File: config.mk
export PLATFORM = sky130hd
export DESIGN_NAME = lcd_spi_top
export DESIGN_NICKNAME = d
export VERILOG_FILES = /design/src/common/lcd_pkg.sv /design/src/spi/spi_tx.sv /design/src/hw/lcd_init_rom.sv /design/src/hw/lcd_frame.sv /design/src/hw/lcd_wait.sv /design/src/hw/lcd_ctrl.sv /design/src/hw/lcd_spi_top.sv
export VERILOG_INCLUDE_DIRS = /design/src /design/src/common
export SDC_FILE = /design/constraint.sdc
export NUM_CORES = 1
export LEC_CHECK = 0
export ABC_AREA = 1
export BUFFER_PORTS_ARGS = -buffer_cell sky130_fd_sc_hd__buf_2
export CAP_MARGIN = 20
export CELL_PAD_IN_SITES_DETAIL_PLACEMENT = 1
export CELL_PAD_IN_SITES_GLOBAL_PLACEMENT = 1
export CORE_UTILIZATION = 49
export DETAILED_ROUTE_END_ITERATION = 7
export PLACE_DENSITY_LB_ADDON = 0.1
export SKIP_LAST_GASP = 1
export SYNTH_ARGS = -nofsm -noshare
export SYNTH_HDL_FRONTEND = slang
export SYNTH_SLANG_ARGS = --single-unit
File: constraint.sdc
create_clock -name clk -period 3.86 [get_ports clk]
set_input_delay 0.579 -clock clk [delete_from_list [all_inputs] [get_ports clk]]
set_output_delay 0.579 -clock clk [all_outputs]
set_load 0.01 [all_outputs]
File: src/common/lcd_defines.svh
`ifndef LCD_DEFINES_SVH
`define LCD_DEFINES_SVH

// System clocks per sclk period, must be even
`define LCD_CLK_DIV 4

// Execution wait after an ordinary instruction, in clocks
`define LCD_WAIT_SHORT 40

// Execution wait after clear or home
`define LCD_WAIT_LONG 400

// Entries in the init table
`define LCD_INIT_LEN 5

// Upper five bits of the sync byte
`define LCD_SYNC 5'b11111

`endif

File: src/common/lcd_pkg.sv
package lcd_pkg;

    // One LCD instruction or data byte
    typedef logic [7:0] lcd_byte_t;

    // Half of an instruction, sent in the top of a serial byte
    typedef logic [3:0] lcd_nibble_t;

    // Position inside a frame: 0 sync, 1 high nibble, 2 low nibble
    typedef logic [1:0] frame_idx_t;

    // Execution wait counter
    typedef logic [15:0] wait_cnt_t;

    // Init table index
    typedef logic [2:0] init_idx_t;

    // Controller FSM
    typedef enum logic [2:0] {
        INIT_LOAD = 3'd0,   // Load next init table entry into the frame
        SEND      = 3'd1,   // Kick off one SPI byte
        WAIT_SPI  = 3'd2,   // Byte on the wire
        WAIT_EXEC = 3'd3,   // LCD execution time
        IDLE      = 3'd4    // Host may hand over an item
    } ctrl_state_t;

endpackage

File: src/spi/spi_tx.sv
`timescale 1ns/1ps
`include "lcd_defines.svh"

module spi_tx #(
    parameter int WIDTH   = 8,              // Bits per transfer
    parameter int CLK_DIV = `LCD_CLK_DIV    // System clocks per sclk period, even
) (
    input  logic             clk,
    input  logic             rst_n,
    input  logic             start,         // One-cycle request, sampled in idle
    input  logic [WIDTH-1:0] data_in,
    output logic             sdo,
    output logic             sclk,
    output logic             cs_n,
    output logic             busy,
    output logic             done           // One cycle after the trail
);

    localparam int HALF  = CLK_DIV / 2;
    localparam int DIV_W = $clog2(CLK_DIV);
    localparam int BIT_W = $clog2(WIDTH + 1);

    typedef enum logic [2:0] {
        TX_IDLE,
        TX_LEAD,
        TX_ACTIVE,
        TX_TRAIL,
        TX_FINISH
    } tx_state_t;

    tx_state_t        state;
    tx_state_t        state_nxt;
    logic [DIV_W-1:0] div_cnt;      // Lead/trail length or half-period count
    logic [BIT_W-1:0] bit_cnt;      // Falling edges seen so far
    logic [WIDTH-1:0] shift_reg;
    logic             sclk_int;
    logic             toggle;
    logic             phase_end;

    assign toggle    = (state == TX_ACTIVE) && (div_cnt == DIV_W'(HALF - 1));
    assign phase_end = (div_cnt == DIV_W'(CLK_DIV - 1));

    always_comb begin
        state_nxt = state;
        case (state)
            TX_IDLE: begin
                if (start) state_nxt = TX_LEAD;
            end
            TX_LEAD: begin
                if (phase_end) state_nxt = TX_ACTIVE;
            end
            TX_ACTIVE: begin
                // Leave on the last rising edge, sclk then parks high
                if (toggle && !sclk_int && bit_cnt == BIT_W'(WIDTH - 1)) begin
                    state_nxt = TX_TRAIL;
                end
            end
            TX_TRAIL: begin
                if (phase_end) state_nxt = TX_FINISH;
            end
            TX_FINISH: state_nxt = TX_IDLE;
            default:   state_nxt = TX_IDLE;
        endcase
    end

    always_ff @(posedge clk or negedge rst_n) begin
        if (!rst_n) begin
            state    <= TX_IDLE;
            div_cnt  <= '0;
            bit_cnt  <= '0;
            sclk_int <= 1'b0;
        end else begin
            state <= state_nxt;

            // Restart the count on every phase change and every sclk edge
            if (state == TX_IDLE || state_nxt != state || toggle) begin
                div_cnt <= '0;
            end else begin
                div_cnt <= div_cnt + 1'b1;
            end

            if (state == TX_ACTIVE) begin
                if (toggle) sclk_int <= ~sclk_int;
            end else begin
                sclk_int <= 1'b0;   // First active cycle drops sclk
            end

            if (state == TX_IDLE) begin
                bit_cnt <= '0;
            end else if (toggle && sclk_int) begin
                bit_cnt <= bit_cnt + 1'b1;
            end
        end
    end

    // Load on start, shift on the falling edge so sdo is stable at the rise
    always_ff @(posedge clk or negedge rst_n) begin
        if (!rst_n) begin
            shift_reg <= '0;
        end else if (state == TX_IDLE && start) begin
            shift_reg <= data_in;
        end else if (toggle && sclk_int) begin
            shift_reg <= shift_reg << 1;
        end
    end

    assign sclk = (state == TX_ACTIVE) ? sclk_int : 1'b1;
    assign sdo  = shift_reg[WIDTH-1];     // MSB first
    assign cs_n = (state == TX_IDLE) || (state == TX_FINISH);
    assign busy = ~cs_n;
    assign done = (state == TX_FINISH);

endmodule

File: src/hw/lcd_init_rom.sv
`timescale 1ns/1ps

module lcd_init_rom (
    input  lcd_pkg::init_idx_t rom_idx,
    output lcd_pkg::lcd_byte_t rom_data,
    output logic               rom_long
);

    import lcd_pkg::*;

    always_comb begin
        rom_long = 1'b0;
        case (rom_idx)
            init_idx_t'(0): rom_data = 8'h30;   // Function set
            init_idx_t'(1): rom_data = 8'h30;   // Function set, repeated
            init_idx_t'(2): rom_data = 8'h0C;   // Display on, cursor off
            init_idx_t'(3): begin
                rom_data = 8'h01;               // Clear
                rom_long = 1'b1;
            end
            init_idx_t'(4): rom_data = 8'h06;   // Entry mode, increment
            default:        rom_data = 8'h00;
        endcase
    end

endmodule

File: src/hw/lcd_frame.sv
`timescale 1ns/1ps
`include "lcd_defines.svh"

module lcd_frame (
    input  logic               clk,
    input  logic               rst_n,
    input  logic               frame_load,
    input  logic               frame_next,
    input  logic               frame_rs,
    input  lcd_pkg::lcd_byte_t frame_data,
    output lcd_pkg::lcd_byte_t frame_byte,
    output logic               frame_last
);

    import lcd_pkg::*;

    frame_idx_t  idx;
    logic        rs_q;
    lcd_byte_t   data_q;
    lcd_nibble_t nib_hi;
    lcd_nibble_t nib_lo;

    always_ff @(posedge clk) begin
        if (frame_load) begin
            rs_q   <= frame_rs;
            data_q <= frame_data;
        end
    end

    always_ff @(posedge clk or negedge rst_n) begin
        if (!rst_n) begin
            idx <= '0;
        end else if (frame_load) begin
            idx <= '0;
        end else if (frame_next && !frame_last) begin
            idx <= idx + 1'b1;
        end
    end

    assign nib_hi = data_q[7:4];
    assign nib_lo = data_q[3:0];

    always_comb begin
        case (idx)
            2'd0:    frame_byte = {`LCD_SYNC, 1'b0, rs_q, 1'b0};   // RW always 0
            2'd1:    frame_byte = {nib_hi, 4'b0000};
            default: frame_byte = {nib_lo, 4'b0000};
        endcase
    end

    assign frame_last = (idx == frame_idx_t'(2));

endmodule

File: src/hw/lcd_wait.sv
`timescale 1ns/1ps
`include "lcd_defines.svh"

module lcd_wait (
    input  logic clk,
    input  logic rst_n,
    input  logic wait_start,
    input  logic wait_long,
    output logic wait_done
);

    import lcd_pkg::*;

    wait_cnt_t count;
    logic      running;

    // Loaded one short of the length so done lands exactly on it
    always_ff @(posedge clk or negedge rst_n) begin
        if (!rst_n) begin
            count   <= '0;
            running <= 1'b0;
        end else if (wait_start) begin
            count   <= wait_long ? wait_cnt_t'(`LCD_WAIT_LONG - 1)
                                 : wait_cnt_t'(`LCD_WAIT_SHORT - 1);
            running <= 1'b1;
        end else if (running) begin
            if (count == '0) begin
                running <= 1'b0;
            end else begin
                count <= count - 1'b1;
            end
        end
    end

    assign wait_done = running && (count == '0);

endmodule

File: src/hw/lcd_ctrl.sv
`timescale 1ns/1ps
`include "lcd_defines.svh"

module lcd_ctrl (
    input  logic                 clk,
    input  logic                 rst_n,
    input  logic                 host_valid,
    input  logic                 host_rs,
    input  lcd_pkg::lcd_byte_t   host_data,
    input  lcd_pkg::lcd_byte_t   rom_data,
    input  logic                 rom_long,
    input  logic                 frame_last,
    input  logic                 tx_done,
    input  logic                 wait_done,
    output logic                 host_ready,
    output lcd_pkg::init_idx_t   rom_idx,
    output logic                 frame_load,
    output logic                 frame_rs,
    output lcd_pkg::lcd_byte_t   frame_data,
    output logic                 frame_next,
    output logic                 tx_start,
    output logic                 wait_start,
    output logic                 wait_long
);

    import lcd_pkg::*;

    ctrl_state_t state;
    ctrl_state_t state_nxt;
    logic        init_run;      // Init table still being walked
    logic        long_q;        // Wait length of the frame in flight
    logic        host_long;
    logic        host_take;
    logic        init_last;

    // Clear is 0x01, home is 0x02 or 0x03, both only as instructions
    assign host_long = !host_rs &&
                       (host_data == 8'h01 || host_data[7:1] == 7'b0000001);
    assign init_last = (rom_idx == init_idx_t'(`LCD_INIT_LEN - 1));

    assign host_ready = (state == IDLE) && !init_run;
    assign host_take  = host_ready && host_valid;

    // Frame source is the ROM during init, the host otherwise
    assign frame_load = (state == INIT_LOAD) || host_take;
    assign frame_rs   = (state == INIT_LOAD) ? 1'b0 : host_rs;
    assign frame_data = (state == INIT_LOAD) ? rom_data : host_data;

    assign tx_start   = (state == SEND);
    assign frame_next = (state == WAIT_SPI) && tx_done && !frame_last;
    assign wait_start = (state == WAIT_SPI) && tx_done && frame_last;
    assign wait_long  = long_q;

    always_comb begin
        state_nxt = state;
        case (state)
            IDLE: begin
                if (init_run) begin
                    state_nxt = INIT_LOAD;      // First cycle out of reset
                end else if (host_valid) begin
                    state_nxt = SEND;
                end
            end
            INIT_LOAD: state_nxt = SEND;
            SEND:      state_nxt = WAIT_SPI;
            WAIT_SPI: begin
                if (tx_done) begin
                    state_nxt = frame_last ? WAIT_EXEC : SEND;
                end
            end
            WAIT_EXEC: begin
                if (wait_done) begin
                    state_nxt = (init_run && !init_last) ? INIT_LOAD : IDLE;
                end
            end
            default: state_nxt = IDLE;
        endcase
    end

    always_ff @(posedge clk or negedge rst_n) begin
        if (!rst_n) begin
            state    <= IDLE;
            init_run <= 1'b1;
            rom_idx  <= '0;
            long_q   <= 1'b0;
        end else begin
            state <= state_nxt;

            if (state == INIT_LOAD) begin
                long_q <= rom_long;
            end else if (host_take) begin
                long_q <= host_long;
            end

            // Step the table once the entry's wait has run out
            if (state == WAIT_EXEC && wait_done && init_run) begin
                if (init_last) begin
                    init_run <= 1'b0;
                end else begin
                    rom_idx <= rom_idx + 1'b1;
                end
            end
        end
    end

endmodule

File: src/hw/lcd_spi_top.sv
`timescale 1ns/1ps
`include "lcd_defines.svh"

module lcd_spi_top (
    input  logic               clk,
    input  logic               rst_n,
    input  logic               host_valid,
    input  logic               host_rs,
    input  lcd_pkg::lcd_byte_t host_data,
    output logic               host_ready,
    output logic               sdo,
    output logic               sclk,
    output logic               cs_n
);

    import lcd_pkg::*;

    init_idx_t rom_idx;
    lcd_byte_t rom_data;
    logic      rom_long;
    logic      frame_load;
    logic      frame_next;
    logic      frame_rs;
    lcd_byte_t frame_data;
    lcd_byte_t frame_byte;
    logic      frame_last;
    logic      tx_start;
    logic      tx_done;
    logic      wait_start;
    logic      wait_long;
    logic      wait_done;

    lcd_ctrl i_ctrl (
        .clk        (clk),
        .rst_n      (rst_n),
        .host_valid (host_valid),
        .host_rs    (host_rs),
        .host_data  (host_data),
        .rom_data   (rom_data),
        .rom_long   (rom_long),
        .frame_last (frame_last),
        .tx_done    (tx_done),
        .wait_done  (wait_done),
        .host_ready (host_ready),
        .rom_idx    (rom_idx),
        .frame_load (frame_load),
        .frame_rs   (frame_rs),
        .frame_data (frame_data),
        .frame_next (frame_next),
        .tx_start   (tx_start),
        .wait_start (wait_start),
        .wait_long  (wait_long)
    );

    lcd_init_rom i_init_rom (
        .rom_idx  (rom_idx),
        .rom_data (rom_data),
        .rom_long (rom_long)
    );

    lcd_frame i_frame (
        .clk        (clk),
        .rst_n      (rst_n),
        .frame_load (frame_load),
        .frame_next (frame_next),
        .frame_rs   (frame_rs),
        .frame_data (frame_data),
        .frame_byte (frame_byte),
        .frame_last (frame_last)
    );

    lcd_wait i_wait (
        .clk        (clk),
        .rst_n      (rst_n),
        .wait_start (wait_start),
        .wait_long  (wait_long),
        .wait_done  (wait_done)
    );

    spi_tx #(
        .WIDTH   ($bits(lcd_byte_t)),
        .CLK_DIV (`LCD_CLK_DIV)
    ) i_spi_tx (
        .clk     (clk),
        .rst_n   (rst_n),
        .start   (tx_start),
        .data_in (frame_byte),
        .sdo     (sdo),
        .sclk    (sclk),
        .cs_n    (cs_n),
        .busy    (),
        .done    (tx_done)
    );

endmodule

# After elaboration in Yosys (flattened, before gate mapping)
# Cells that the tools add are included.
[word_totals] in_bits=12 output_inout_bits=4 elab_cells=122 reg_bits=54
[op_classes] bitwise=2 n_reduce_logical=41 add_sub_neg=5 n_mux=35 eq_ne=25
[op_table] op="$mux W16" count=3
[op_table] op="$mux W3" count=9
[op_table] op="$mux W8" count=3
[op_table] op="$pmux W6 S4" count=1
[op_table] op="$eq A3 B2 Y1 const B" count=6
[op_table] op="$logic_and A1 B1 Y1" count=16
[op_table] op="$logic_not A16 Y1" count=1
[op_table] op="$pmux W8 S2" count=1
[op_table] op="$sub A16 B1 Y16 const B" count=1
[op_table] op="$pmux W3 S5" count=1
[op_table] op="$pmux W3 S4" count=1
[op_table] op="$reduce_bool A2 Y1" count=5
[op_table] op="$eq A3 B1 Y1 const B" count=3
[op_table] op="$eq A3 B3 Y1 const B" count=3
[op_table] op="$logic_not A3 Y1" count=3
[op_table] op="$mux W1" count=9
[op_table] op="$mux W9" count=1
[op_table] op="$eq A8 B1 Y1 const B" count=1
[op_table] op="$mux W2" count=4
[op_table] op="$mux W4" count=2
[op_table] op="$eq A7 B1 Y1 const B" count=1
[op_table] op="$ne A2 B1 Y1 const B" count=3
[op_table] op="$reduce_and A2 Y1" count=3
[op_table] op="$logic_not A1 Y1" count=5
[op_table] op="14 further kinds" count=22

# Depth between registers and ports, before layout
# Gate-level depths: netlist of run 1.
[logic_depth] ltp_word=10 mapped_depth=11 depth_no_buf=10

# Cells and area by module
# A second synthesis of run 1 with hierarchy kept.
[hier_totals] cells_unflattened=479 hier_area_um2=3460.8
[modules_own_cells] mod="lcd_wait" n_inst=1 area_per_inst_um2=1172.4 cells_each=175 seq_area_each_um2=425.4
[modules_own_cells] mod="spi_tx" n_inst=1 area_per_inst_um2=984.7 cells_each=126 seq_area_each_um2=450.4
[modules_own_cells] mod="lcd_ctrl" n_inst=1 area_per_inst_um2=669.4 cells_each=105 seq_area_each_um2=202.7
[modules_own_cells] mod="lcd_frame" n_inst=1 area_per_inst_um2=556.8 cells_each=57 seq_area_each_um2=320.3
[modules_own_cells] mod="lcd_init_rom" n_inst=1 area_per_inst_um2=77.6 cells_each=16 seq_area_each_um2=0.0

# Worst setup path before layout of run 1
# Ideal clock, no wire load.
[synth_path] kind="reg2reg" startpoint="register i_wait.count[0]" endpoint="register i_wait.count[10]" t_required_ps=3786 path_buffers=1 arrival_ps=1436 stages_incl_launch_ff=12 synth_period_minus_slack_ps=1510 setup_ps=74 setup_slack_ps=2350 cell_sequence="dfrtp_1 > inv_1 > ha_1 > nand2_1 > nor2_2 > nand2_2 > nand2_4 > nand2_4 > inv_6 > buf_8 > nand2_1 > o21ai_2"
[synth_between] elab_chain_cells=4 word_cells_on_any_way=7 cone_classes="add/sub (1); eq/ne (1); mux (3); reduce/logical (2)"
[synth_rtl] element="start: declaration" line_no="lcd_wait.sv:14" rtl="wait_cnt_t count;"
[synth_rtl] element="start signal: assignment" line_no="lcd_wait.sv:23" rtl="count <= wait_long ? wait_cnt_t'(`LCD_WAIT_LONG - 1)"
[synth_rtl] element="start signal: assignment" line_no="lcd_wait.sv:30" rtl="count <= count - 1'b1;"
[synth_rtl] element="$sub A16 B1 Y16" line_no="lcd_wait.sv:30"
[synth_rtl] element="$mux W16" line_no="lcd_wait.sv:27" rtl="if (count == '0) begin"
[synth_rtl] element="$mux W16" line_no="lcd_wait.sv:26" rtl="end else if (running) begin"
[synth_rtl] element="$mux W16" line_no="lcd_wait.sv:22" rtl="end else if (wait_start) begin"
# Parallel ways exist; a longest one is shown, timed or not. The select of a mux whose other input is x is not followed.
# A chain may end at the register's enable or synchronous reset.

# Final worst setup path of run 1
[layout_path] startpoint="register i_ctrl.state[0]" endpoint="register i_ctrl.long_q, in the netlist i_ctrl.wait_long"
[layout_between] elab_chain_cells=4 word_cells_on_any_way=6 cone_classes="eq/ne (1); mux (1); reduce/logical (4)"
[layout_rtl] element="start: declaration" line_no="lcd_ctrl.sv:28" rtl="ctrl_state_t state;"
[layout_rtl] element="start signal: assignment" line_no="lcd_ctrl.sv:87" rtl="state <= state_nxt;"
[layout_rtl] element="$eq A3 B3 Y1" line_no="lcd_ctrl.sv:41" rtl="assign host_ready = (state == IDLE) && !init_run;"
[layout_rtl] element="$logic_and A1 B1 Y1" line_no="lcd_ctrl.sv:41"
[layout_rtl] element="$logic_and A1 B1 Y1" line_no="lcd_ctrl.sv:42" rtl="assign host_take = host_ready && host_valid;"
[layout_rtl] element="$reduce_bool A2 Y1 (no line)"
[layout_rtl] element="end signal: assignment" line_no="lcd_ctrl.sv:90" rtl="long_q <= rom_long;"
[layout_rtl] element="end signal: assignment" line_no="lcd_ctrl.sv:92" rtl="long_q <= host_long;"
[layout_rtl] element="end: declaration" line_no="lcd_ctrl.sv:31" rtl="logic long_q;"
# Parallel ways exist; a longest one is shown, timed or not.

==> results of run 1 <==
## Yosys cell counts, drive strengths merged
library cell  number  area share [%]
a211oi             1            0.25
a21oi             11             1.8
a31oi              1            0.21
buf                5             1.3
dfrtp             42              35
dfstp              2             1.7
edfxtp             9             8.9
ha                12             4.9
inv               56             7.1
nand2            107              14
nand3             44             7.2
nand3b             1            0.25
nand4              4            0.82
nor2              56             8.1
nor3               2            0.70
o2111ai            1            0.29
o211ai             7             1.7
o21ai             20             3.8
o21bai             1            0.25
o22ai              1            0.21
o31ai              1            0.25
or2                1            0.21
xnor2              1            0.29
xor2               3            0.86
## power by group
| part | internal [mW] | switching, mW | total, mW | leakage (nW) |
|---|---|---|---|---|
| Clock | 0.191 | 0.188 | 0.379 | 0.0518 |
| Combinational | 0.155 | 0.312 | 0.467 | 1.01 |
| Sequential | 0.721 | 0.0874 | 0.808 | 0.666 |
## logic make-up after synthesis
family / count (synthesis)
buf+inv: 61
compound gates: 44
xor+xnor: 4
flops: 53
simple gates: 215
fa+ha+maj: 12
## routing by layer
layer / GRT usage [%] / share of wire (%) / vias up
met3: 4.270 / 2.4 / 12
met2: 43.14 / 49 / 25
met4: 6.786 / 1.7 / 0
met5: 0 / 0 / -
li1: - / - / 1281
met1: 29.07 / 47 / 1238
## area by class of cell
| type | instances | area (um2) |
|---|---|---|
| Inverter | 56 | 215.2 |
| Fill cell | 773 | 2656 |
| Clock inverter | 3 | 41.29 |
| Sequential cell | 53 | 1374 |
| Multi-Input combinational cell | 275 | 1411 |
| Clock buffer | 5 | 68.82 |
| Tap cell | 75 | 93.84 |
| Timing Repair Buffer | 16 | 95.09 |
## through the flow
stage,cells,hold WS (ns),setup WS (ns)
global route,483,0.08231,1.321
global placement,474,0.4524,1.856
finish,483,0.09113,1.628
CTS,482,0.4651,1.564
floorplan,389,0.2834,2.350
detailed placement,474,0.4643,1.690
## how the worst max path moves through the flow
stage                     from          endpoint  slack, ns  cells after the start
5_1_grt        i_ctrl.state[0]  i_ctrl.wait_long       1.32                      8
2_1_floorplan  i_wait.count[0]  i_wait.count[10]       2.35                     11
3_5_place_dp   i_ctrl.state[0]  i_ctrl.wait_long       1.69                      8
6_report       i_ctrl.state[0]  i_ctrl.wait_long       1.63                      8
4_1_cts        i_ctrl.state[0]  i_ctrl.wait_long       1.56                      8
3_3_place_gp   i_ctrl.state[0]  i_ctrl.wait_long       1.86                      8
## critical path: stages, from the launching register on
cell and delay [ns]:
dfrtp_1 0.43, nor2_1 0.20, inv_1 0.09, nor2_1 0.56
inv_1 0.17, nand2_1 0.40, nand2_1 0.09, a21oi_1 0.14
nor2_1 0.05
==> impl_metrics.env, run 1 <==
export IMPL_ys_seq_area_share_pct=45.19
export IMPL_synth_compound_area_share_pct=8.765
export IMPL_synthToLayoutAreaGrowth_pct=8.518
export IMPL_min_period_ns=2.232
export IMPL_die_x_um=80.77
export IMPL_reg2regPathDepth=8
export IMPL_postRouteAntennaNets=0
export IMPL_gp_congestion=0.7734
export IMPL_antennaDiodeCount=0
export IMPL_hold_viol=0
export IMPL_syn_area_per_cell_um2=7.816
export IMPL_vias=2556
export IMPL_vias_per_cell=5.292
export IMPL_cp_start_kind="register"
export IMPL_grt_setup_unrepaired="no"
export IMPL_fin_area_um2=3299
export IMPL_largest_register_ffs=16
export IMPL_drt_iter0_drc=69
export IMPL_grt_pass1_vias=2690
export IMPL_wirelength_um=6881
export IMPL_synth_cell_area_um2=3040
export IMPL_fmax_mhz=448.0
export IMPL_worst_hold_path_type="in2async"
export IMPL_critical_path_class="reg2reg"
export IMPL_synthCells=389
export IMPL_setup_viol=0
export IMPL_layout_drive_gt1_share_pct=12.01
export IMPL_relSlewSlack_pct=52.07
export IMPL_antenna_found_initial=0
export IMPL_initial_utilization_pct=51.05
export IMPL_port_buffers=15
export IMPL_synth_nets=413
export IMPL_yosysWarningCount=0
export IMPL_die_h_um=80.77
export IMPL_htreeDepth=2
export IMPL_p_total_mw=1.654
export IMPL_drv_cap=0
export IMPL_grt_pass1_wl_um=12000
export IMPL_die_area_um2=6524
export IMPL_synth_seq_cells=53
export IMPL_place_hpwl_um=5149
export IMPL_firstDrtPassIters=4
export IMPL_cp_end_kind="register"
export IMPL_clk_pin_slew_worst_paths_ns=0.09
export IMPL_fin_crit_sh_pct=57.83
export IMPL_timing_rr_end="i_ctrl.wait_long"
export IMPL_synth_mux_area_share_pct=0
export IMPL_synthDistinctLibCells=36
export IMPL_num_nets_final=431
export IMPL_crit_arrival_ns=2.43
export IMPL_clock_path_buffers=2
export IMPL_status="complete, no violations"
export IMPL_synth_top_family_by_area="simple AND/OR/NAND/NOR gates"
export IMPL_grtUsageTotal_pct=23.90
export IMPL_power_density_nw_per_um2=501.4
export IMPL_slew_violations=0
export IMPL_finClkSkew_ns=0.008741
export IMPL_ctsResizeCount=0
export IMPL_vdd_drop_max_uv=303.8
export IMPL_fin_tns_setup_ns=0
export IMPL_cp_required_ns=4.06
export IMPL_io_pins=16
export IMPL_final_cell_mix="nand2_1 (100), inv_1 (53), nor2_1 (48)"
export IMPL_cts_setup_buffers=0
export IMPL_final_common_cell="nand2_1"
export IMPL_cts_sinks=53
export IMPL_power_leakage_nw=1.730
export IMPL_cts_inserted_buffers=5
export IMPL_wl_per_cell_um=14.25
export IMPL_route_detailed_drc=0
export IMPL_synth_xor_area_share_pct=1.152
export IMPL_grt_overflow=0
export IMPL_synthAdderAreaFrac_pct=4.938
export IMPL_core_um2=5956
export IMPL_grt_max_degree=45
export IMPL_timing_rr_start="i_ctrl.state[0]"
export IMPL_tritoncts="built"
export IMPL_clock_latency_ns=0.31
export IMPL_final_util_pct=55.40
export IMPL_crit_path_max_fanout=13
export IMPL_synth_simple_gate_area_share_pct=31.56
export IMPL_dpl_cell_area_um2=3169
export IMPL_root_buffer="clkbuf_8"
export IMPL_cts_hold_buffers=0
export IMPL_ff2ff_setup_slack_ns=1.63
export IMPL_worstMarginPinSlew_ns=0.7163
export IMPL_rows=28
No activity file was read; power rests on OpenSTA's default activity.
==> inputs of run 2 (changes only) <==
--- a/config.mk
+++ b/config.mk
@@ -6,12 +6,12 @@
 export SDC_FILE = /design/constraint.sdc
 export NUM_CORES = 1
 export LEC_CHECK = 0
-export ABC_AREA = 1
+export ABC_AREA = 0
 export BUFFER_PORTS_ARGS = -buffer_cell sky130_fd_sc_hd__buf_2
 export CAP_MARGIN = 20
 export CELL_PAD_IN_SITES_DETAIL_PLACEMENT = 1
 export CELL_PAD_IN_SITES_GLOBAL_PLACEMENT = 1
-export CORE_UTILIZATION = 49
+export CORE_UTILIZATION = 43
 export DETAILED_ROUTE_END_ITERATION = 7
 export PLACE_DENSITY_LB_ADDON = 0.1
 export SKIP_LAST_GASP = 1
==> constraint.sdc (replaced) <==
create_clock -name clk -period 1.95 [get_ports clk]
set_input_delay 0.2925 -clock clk [delete_from_list [all_inputs] [get_ports clk]]
set_output_delay 0.2925 -clock clk [all_outputs]
set_load 0.01 [all_outputs]
==> impl_metrics.env, run 2 <==
export IMPL_synth_area_leaders="dfrtp_1 (36%), edfxtp_1 (9.3%), ha_1 (5.1%)"
export IMPL_die_area_um2=7116
export IMPL_gr_usage_met1_pct=28.68
export IMPL_p_total_mw=1.878
export IMPL_route_detailed_drc=0
export IMPL_final_cell_mix="dfrtp_1 (41), buf_4 (27), nand2_1 (25)"
export IMPL_setup_viol=0
export IMPL_synthCells=292
export IMPL_grt_max_degree=45
export IMPL_fin_hold_ws_ns=0.2508
export IMPL_grt_busiest_layer="met2"
export IMPL_synthArstFlopShare_pct=83.02
export IMPL_synthDistinctLibCells=56
export IMPL_crit_family="simple AND/OR/NAND/NOR gates"
export IMPL_ys_flop_type="dfrtp_1"
export IMPL_yosysTopAreaCell="dfrtp_1"
export IMPL_grt_pass1_wl_um=12100
export IMPL_cp_end_kind="register"
export IMPL_firstDrtPassIters=4
export IMPL_synth_cell_area_um2=2917
export IMPL_drv_cap=0
export IMPL_antennaDiodeCount=0
export IMPL_power_density_nw_per_um2=539.2
export IMPL_cp_depth=6
export IMPL_vias=2468
export IMPL_relSlewSlack_pct=70.87
export IMPL_hold_viol=0
export IMPL_timing_rr_end="i_wait.count[12]"
export IMPL_crit_arrival_ns=2.18
export IMPL_crit_path_max_fanout=7
export IMPL_largest_register_ffs=16
export IMPL_timing_rr_start="i_wait.running"
export IMPL_wl_per_cell_um=17.56
export IMPL_grt_pass1_vias=2449
export IMPL_min_period_ns=1.918
export IMPL_finClkSkew_ns=0.006431
export IMPL_synth_xor_area_share_pct=2.102
export IMPL_synth_top_cell_area_share_pct=36.04
export IMPL_crit_path_top_delay_cell="dfrtp_1"
export IMPL_cp_start_kind="register"
export IMPL_use_met2_pct=36.51
export IMPL_ys_seq_area_share_pct=47.10
export IMPL_htreeDepth=2
export IMPL_synth_simple_gate_area_share_pct=26.00
export IMPL_power_leakage_nw=1.581
export IMPL_crit_chain="nor4bb_4 > buf_4 > nand3_2 > buf_6 > or4b_4 > a21oi_2"
export IMPL_root_buffer="clkbuf_8"
export IMPL_port_buffers=15
export IMPL_layout_drive_gt1_share_pct=22.94
export IMPL_die_h_um=84.36
export IMPL_wirelength_um=7321
export IMPL_core_um2=6459
export IMPL_io_pins=16
export IMPL_initial_utilization_pct=45.16
export IMPL_synthAdderAreaFrac_pct=5.148
export IMPL_postRouteAntennaNets=0
export IMPL_synth_seq_cells=53
export IMPL_synth_top_cells_by_count="dfrtp_1 (42), nand2_1 (25), nor2_1 (25)"
export IMPL_vias_per_cell=5.918
export IMPL_clock_path_buffers=2
export IMPL_met3_usage_pct=3.245
export IMPL_synth_most_common_cell="dfrtp_1"
export IMPL_synth_compound_area_share_pct=13.90
export IMPL_cpPeakStageDelay_ns=0.51
export IMPL_yosysWarningCount=0
export IMPL_cts_setup_buffers=0
export IMPL_syn_area_per_cell_um2=9.988
export IMPL_final_common_cell="dfrtp_1"
export IMPL_slew_violations=0
export IMPL_synth_edff_count=9
export IMPL_synth_top_family_by_area="simple AND/OR/NAND/NOR gates"
export IMPL_synth_nets=316
export IMPL_die_x_um=84.36
export IMPL_reg2regPathDepth=6
export IMPL_fin_crit_sh_pct=98.35
export IMPL_clk_pin_slew_worst_paths_ns=0.11
export IMPL_cp_endpoint="i_wait.count[12]"
export IMPL_cp_required_ns=2.21
export IMPL_ff2ff_setup_slack_ns=0.03
export IMPL_tritoncts="built"
export IMPL_synthToLayoutAreaGrowth_pct=19.39
export IMPL_critPathLaunch="i_wait.running"
export IMPL_fmax_mhz=521.4
export IMPL_cts_inserted_buffers=5
export IMPL_status="complete, no violations"
export IMPL_worst_hold_path_type="in2reg"
export IMPL_vdd_drop_max_uv=375.2
export IMPL_drt_iter0_drc=55
export IMPL_rows=29
export IMPL_num_nets_final=363
export IMPL_synth_mux_area_share_pct=2.831
export IMPL_nFillCells=717
export IMPL_cts_sinks=53
export IMPL_antenna_found_initial=0
export IMPL_grtUsageTotal_pct=21.45
export IMPL_worstMarginPinSlew_ns=0.4360
export IMPL_cp_num_buf_inv=2
export IMPL_clock_latency_ns=0.32
export IMPL_grt_overflow=0
export IMPL_place_hpwl_um=5296
export IMPL_gp_congestion=0.7687
export IMPL_grt_setup_unrepaired="yes"
export IMPL_critical_path_class="reg2reg"
## run 2: changes by cell type after synthesis, sizes merged, moves of 6 or more
cell,delta
nor2,-30
or4,+7
nand3,-34
nor4,+6
o21ai,-8
inv,-41
nand2,-82
nor3,+7
mux2i,+6
or3,+6
a21oi,+10
## run 2: cells by family after synthesis
family                   count (synthesis)
AND/OR/NAND/NOR                        128
AO/OA/AOI/OAI                           63
flip-flops                              53
buffers and inverters                   21
adder cells (fa/ha/maj)                 12
multiplexers                             8
XOR/XNOR                                 7
## run 2: through the flow
stage               instances  worst slack [ns]  setup TNS (ns)  cell area (um2)  utilization [%]
floorplan                 292           0.01168               0             2922                -
global placement          407         0.0008342               0             3294            51.01
detailed placement        407          -0.03539        -0.07688             3294            51.01
CTS                       416          0.004021               0             3406            52.73
global route              417          -0.05803         -0.1359             3482            53.91
finish                    417           0.03217               0             3482            53.91
## run 2: worst register-to-register path, cell delays in order, from the launching register on
cell and delay (ns):
dfrtp_1 0.51, nor4bb_4 0.34, buf_4 0.16, nand3_2 0.10, buf_6 0.17, or4b_4 0.48
a21oi_2 0.12
## run 2: layout make-up
| cell class | instances | area [um2] | share of cell area, % |
|---|---|---|---|
| clock buffers | 5 | 68.82 | 1.976 |
| clock inverters | 3 | 28.78 | 0.8264 |
| inverters | 15 | 56.30 | 1.617 |
| multi-input cells | 218 | 1533 | 44.02 |
| flip-flops and latches | 53 | 1375 | 39.49 |
| well taps | 77 | 96.34 | 2.767 |
| repair buffers | 46 | 324.1 | 9.307 |
## run 2: where the power goes
part,internal (mW),leakage (nW),switching (mW)
Combinational,0.0187,0.877,0.0286
Sequential,1.12,0.653,0
Clock,0.273,0.0511,0.433
Total,1.42,1.58,0.462
## run 2: worst min-delay path by stage
stage	startpoint	to	depth (start not counted)
2_1_floorplan	rst_n	i_ctrl.rom_idx[0]	0
3_3_place_gp	rst_n	i_spi_tx.shift_reg[6]	2
3_5_place_dp	rst_n	i_spi_tx.shift_reg[6]	2
4_1_cts	host_data[2]	i_ctrl.wait_long	3
5_1_grt	host_data[4]	i_frame.data_q[4]	2
6_report	host_data[4]	i_frame.data_q[4]	2
## run 2: repair_timing
item                                   4_1_cts  5_1_grt
hold buffers                                 1        0
setup endpoints to repair                    4        9
pin swaps                                    1        2
resized for setup                            1       15
endpoints found under the hold margin       42        0
gates cloned                                 0        1
## run 2: metal layers
layer | up-vias | wire [um] | share of wire [%]
met5 | - | 0 | 0
met4 | 0 | 114 | 1.6
met3 | 14 | 209 | 2.9
met2 | 38 | 3600 | 49
met1 | 1241 | 3396 | 46
li1 | 1175 | - | -
==> inputs of run 3 (changes only) <==
--- a/config.mk
+++ b/config.mk
@@ -12,6 +12,7 @@
 export CELL_PAD_IN_SITES_DETAIL_PLACEMENT = 1
 export CELL_PAD_IN_SITES_GLOBAL_PLACEMENT = 1
 export CORE_UTILIZATION = 43
+export CTS_BUF_LIST = sky130_fd_sc_hd__clkbuf_16
 export DETAILED_ROUTE_END_ITERATION = 7
 export PLACE_DENSITY_LB_ADDON = 0.1
 export SKIP_LAST_GASP = 1
==> impl_metrics.env, run 3 (synthesis gave the netlist of run 2 again) <==
export IMPL_critical_path_class="reg2reg"
export IMPL_grtUsageTotal_pct=22.04
export IMPL_vdd_drop_max_uv=379.1
export IMPL_grt_pass1_vias=2430
export IMPL_rows=29
export IMPL_dp_slack_ns=-0.03539
export IMPL_setup_viol=0
export IMPL_layoutNonFillerInstCount=419
export IMPL_worst_hold_path_type="in2reg"
export IMPL_cp_start_kind="register"
export IMPL_dpl_cell_area_um2=3294
export IMPL_final_cell_mix="dfrtp_1 (41), buf_4 (29), nand2_1 (25)"
export IMPL_power_density_nw_per_um2=598.8
export IMPL_postRouteAntennaNets=0
export IMPL_crit_arrival_ns=2.14
export IMPL_relSlewSlack_pct=69.81
export IMPL_nFillCells=713
export IMPL_fin_ws_ns=0.04130
export IMPL_slew_violations=0
export IMPL_io_pins=16
export IMPL_route_detailed_drc=0
export IMPL_firstDrtPassIters=4
export IMPL_cp_required_ns=2.18
export IMPL_htreeDepth=2
export IMPL_wl_per_cell_um=17.58
export IMPL_status="complete, no violations"
export IMPL_hold_depth=2
export IMPL_place_hpwl_um=5296
export IMPL_grt_pass1_wl_um=12250
export IMPL_fmax_mhz=523.9
export IMPL_port_buffers=15
export IMPL_clock_latency_ns=0.30
export IMPL_root_buffer="clkbuf_16"
export IMPL_clock_path_buffers=2
export IMPL_reg2regPathDepth=5
export IMPL_timing_rr_start="i_wait.count[0]"
export IMPL_tritoncts="built"
export IMPL_gp_congestion=0.7687
export IMPL_clk_pin_slew_worst_paths_ns=0.08
export IMPL_core_um2=6459
export IMPL_dp_cells=407
export IMPL_power_leakage_nw=1.613
export IMPL_grt_overflow=0
export IMPL_hold_start="host_data[4]"
export IMPL_crit_path_max_fanout=4
export IMPL_final_common_cell="dfrtp_1"
export IMPL_grt_max_degree=45
export IMPL_layout_drive_gt1_share_pct=23.68
export IMPL_antenna_found_initial=0
export IMPL_min_period_ns=1.909
export IMPL_worstMarginPinSlew_ns=0.4513
export IMPL_p_total_mw=2.127
export IMPL_die_area_um2=7116
export IMPL_fin_crit_sh_pct=97.88
export IMPL_hold_end="i_frame.data_q[4]"
export IMPL_grt_setup_unrepaired="yes"
export IMPL_cts_inserted_buffers=5
export IMPL_wirelength_um=7366
export IMPL_antennaDiodeCount=0
export IMPL_cp_end_kind="register"
export IMPL_drv_cap=0
export IMPL_initial_utilization_pct=45.16
export IMPL_timing_rr_end="i_wait.count[13]"
export IMPL_die_x_um=84.36
export IMPL_cts_sinks=53
export IMPL_largest_register_ffs=16
export IMPL_ff2ff_setup_slack_ns=0.04
export IMPL_hold_viol=0
export IMPL_drt_iter0_drc=58
export IMPL_synthToLayoutAreaGrowth_pct=21.79
export IMPL_num_nets_final=365
export IMPL_fin_area_um2=3552
export IMPL_finClkSkew_ns=0.006621
export IMPL_vias_per_cell=5.790
export IMPL_vias=2426
export IMPL_die_h_um=84.36
==> run 3: layout make-up <==
type | count | area [um2] | area share (%)
Inverter | 15 | 56.30 | 1.585
Multi-Input combinational cell | 218 | 1531 | 43.11
Sequential cell | 53 | 1375 | 38.71
Timing Repair Buffer | 48 | 339.1 | 9.546
Clock buffer | 5 | 125.1 | 3.522
Tap cell | 77 | 96.34 | 2.712
Clock inverter | 3 | 28.78 | 0.8101
==> run 3: routing by layer <==
layer  up-vias  routed length (um)  GRT usage (%)
met3         9                 133          3.245
met2        18                3725          37.56
li1       1175                   -              -
met5         -                   0              0
met4         0                  97          6.780
met1      1224                3410          29.18
==> run 3: timing repair <==
item,in CTS,in global routing
setup buffers,0,2
endpoints found under the setup margin,4,9
hold buffers,1,0
resized for setup,0,17
endpoints found under the hold margin,42,0
gates cloned,0,1
pin swaps,1,4
==> run 3: power breakdown <==
part | leakage, nW | switching, mW | total, mW | internal [mW]
Clock | 0.0767 | 0.460 | 0.956 | 0.496
Sequential | 0.653 | 0 | 1.12 | 1.12
Combinational | 0.883 | 0.0283 | 0.0471 | 0.0187
Total | 1.61 | 0.488 | 2.13 | 1.64
==> run 3: metrics by stage <==
step	hold WS (ns)	TNS, ns	util [%]
floorplan	-0.003091	0	-
global placement	0.2958	0	51.01
detailed placement	0.2876	-0.07688	51.01
CTS	0.2795	0	53.55
global route	0.2862	-0.03952	55.00
finish	0.2747	0	55.00
==> run 3: worst max-delay path, cell delays in order (launching register included) <==
cell and delay (ns):
dfrtp_1 0.40, buf_4 0.16, nor4b_4 0.35, and4_4 0.29, or4b_1 0.49, a21oi_2 0.16
==> run 3: worst max-delay path by stage <==
stage	start	endpoint	slack, ns
global placement	i_wait.count[0]	i_wait.count[12]	0.0008
global route	i_wait.count[0]	i_wait.count[13]	-0.02
finish	i_wait.count[0]	i_wait.count[13]	0.04
floorplan	i_wait.count[0]	i_ctrl.rom_idx[1]	0.01
detailed placement	i_wait.count[0]	i_wait.count[12]	-0.04
CTS	i_wait.count[0]	i_wait.count[12]	0.005
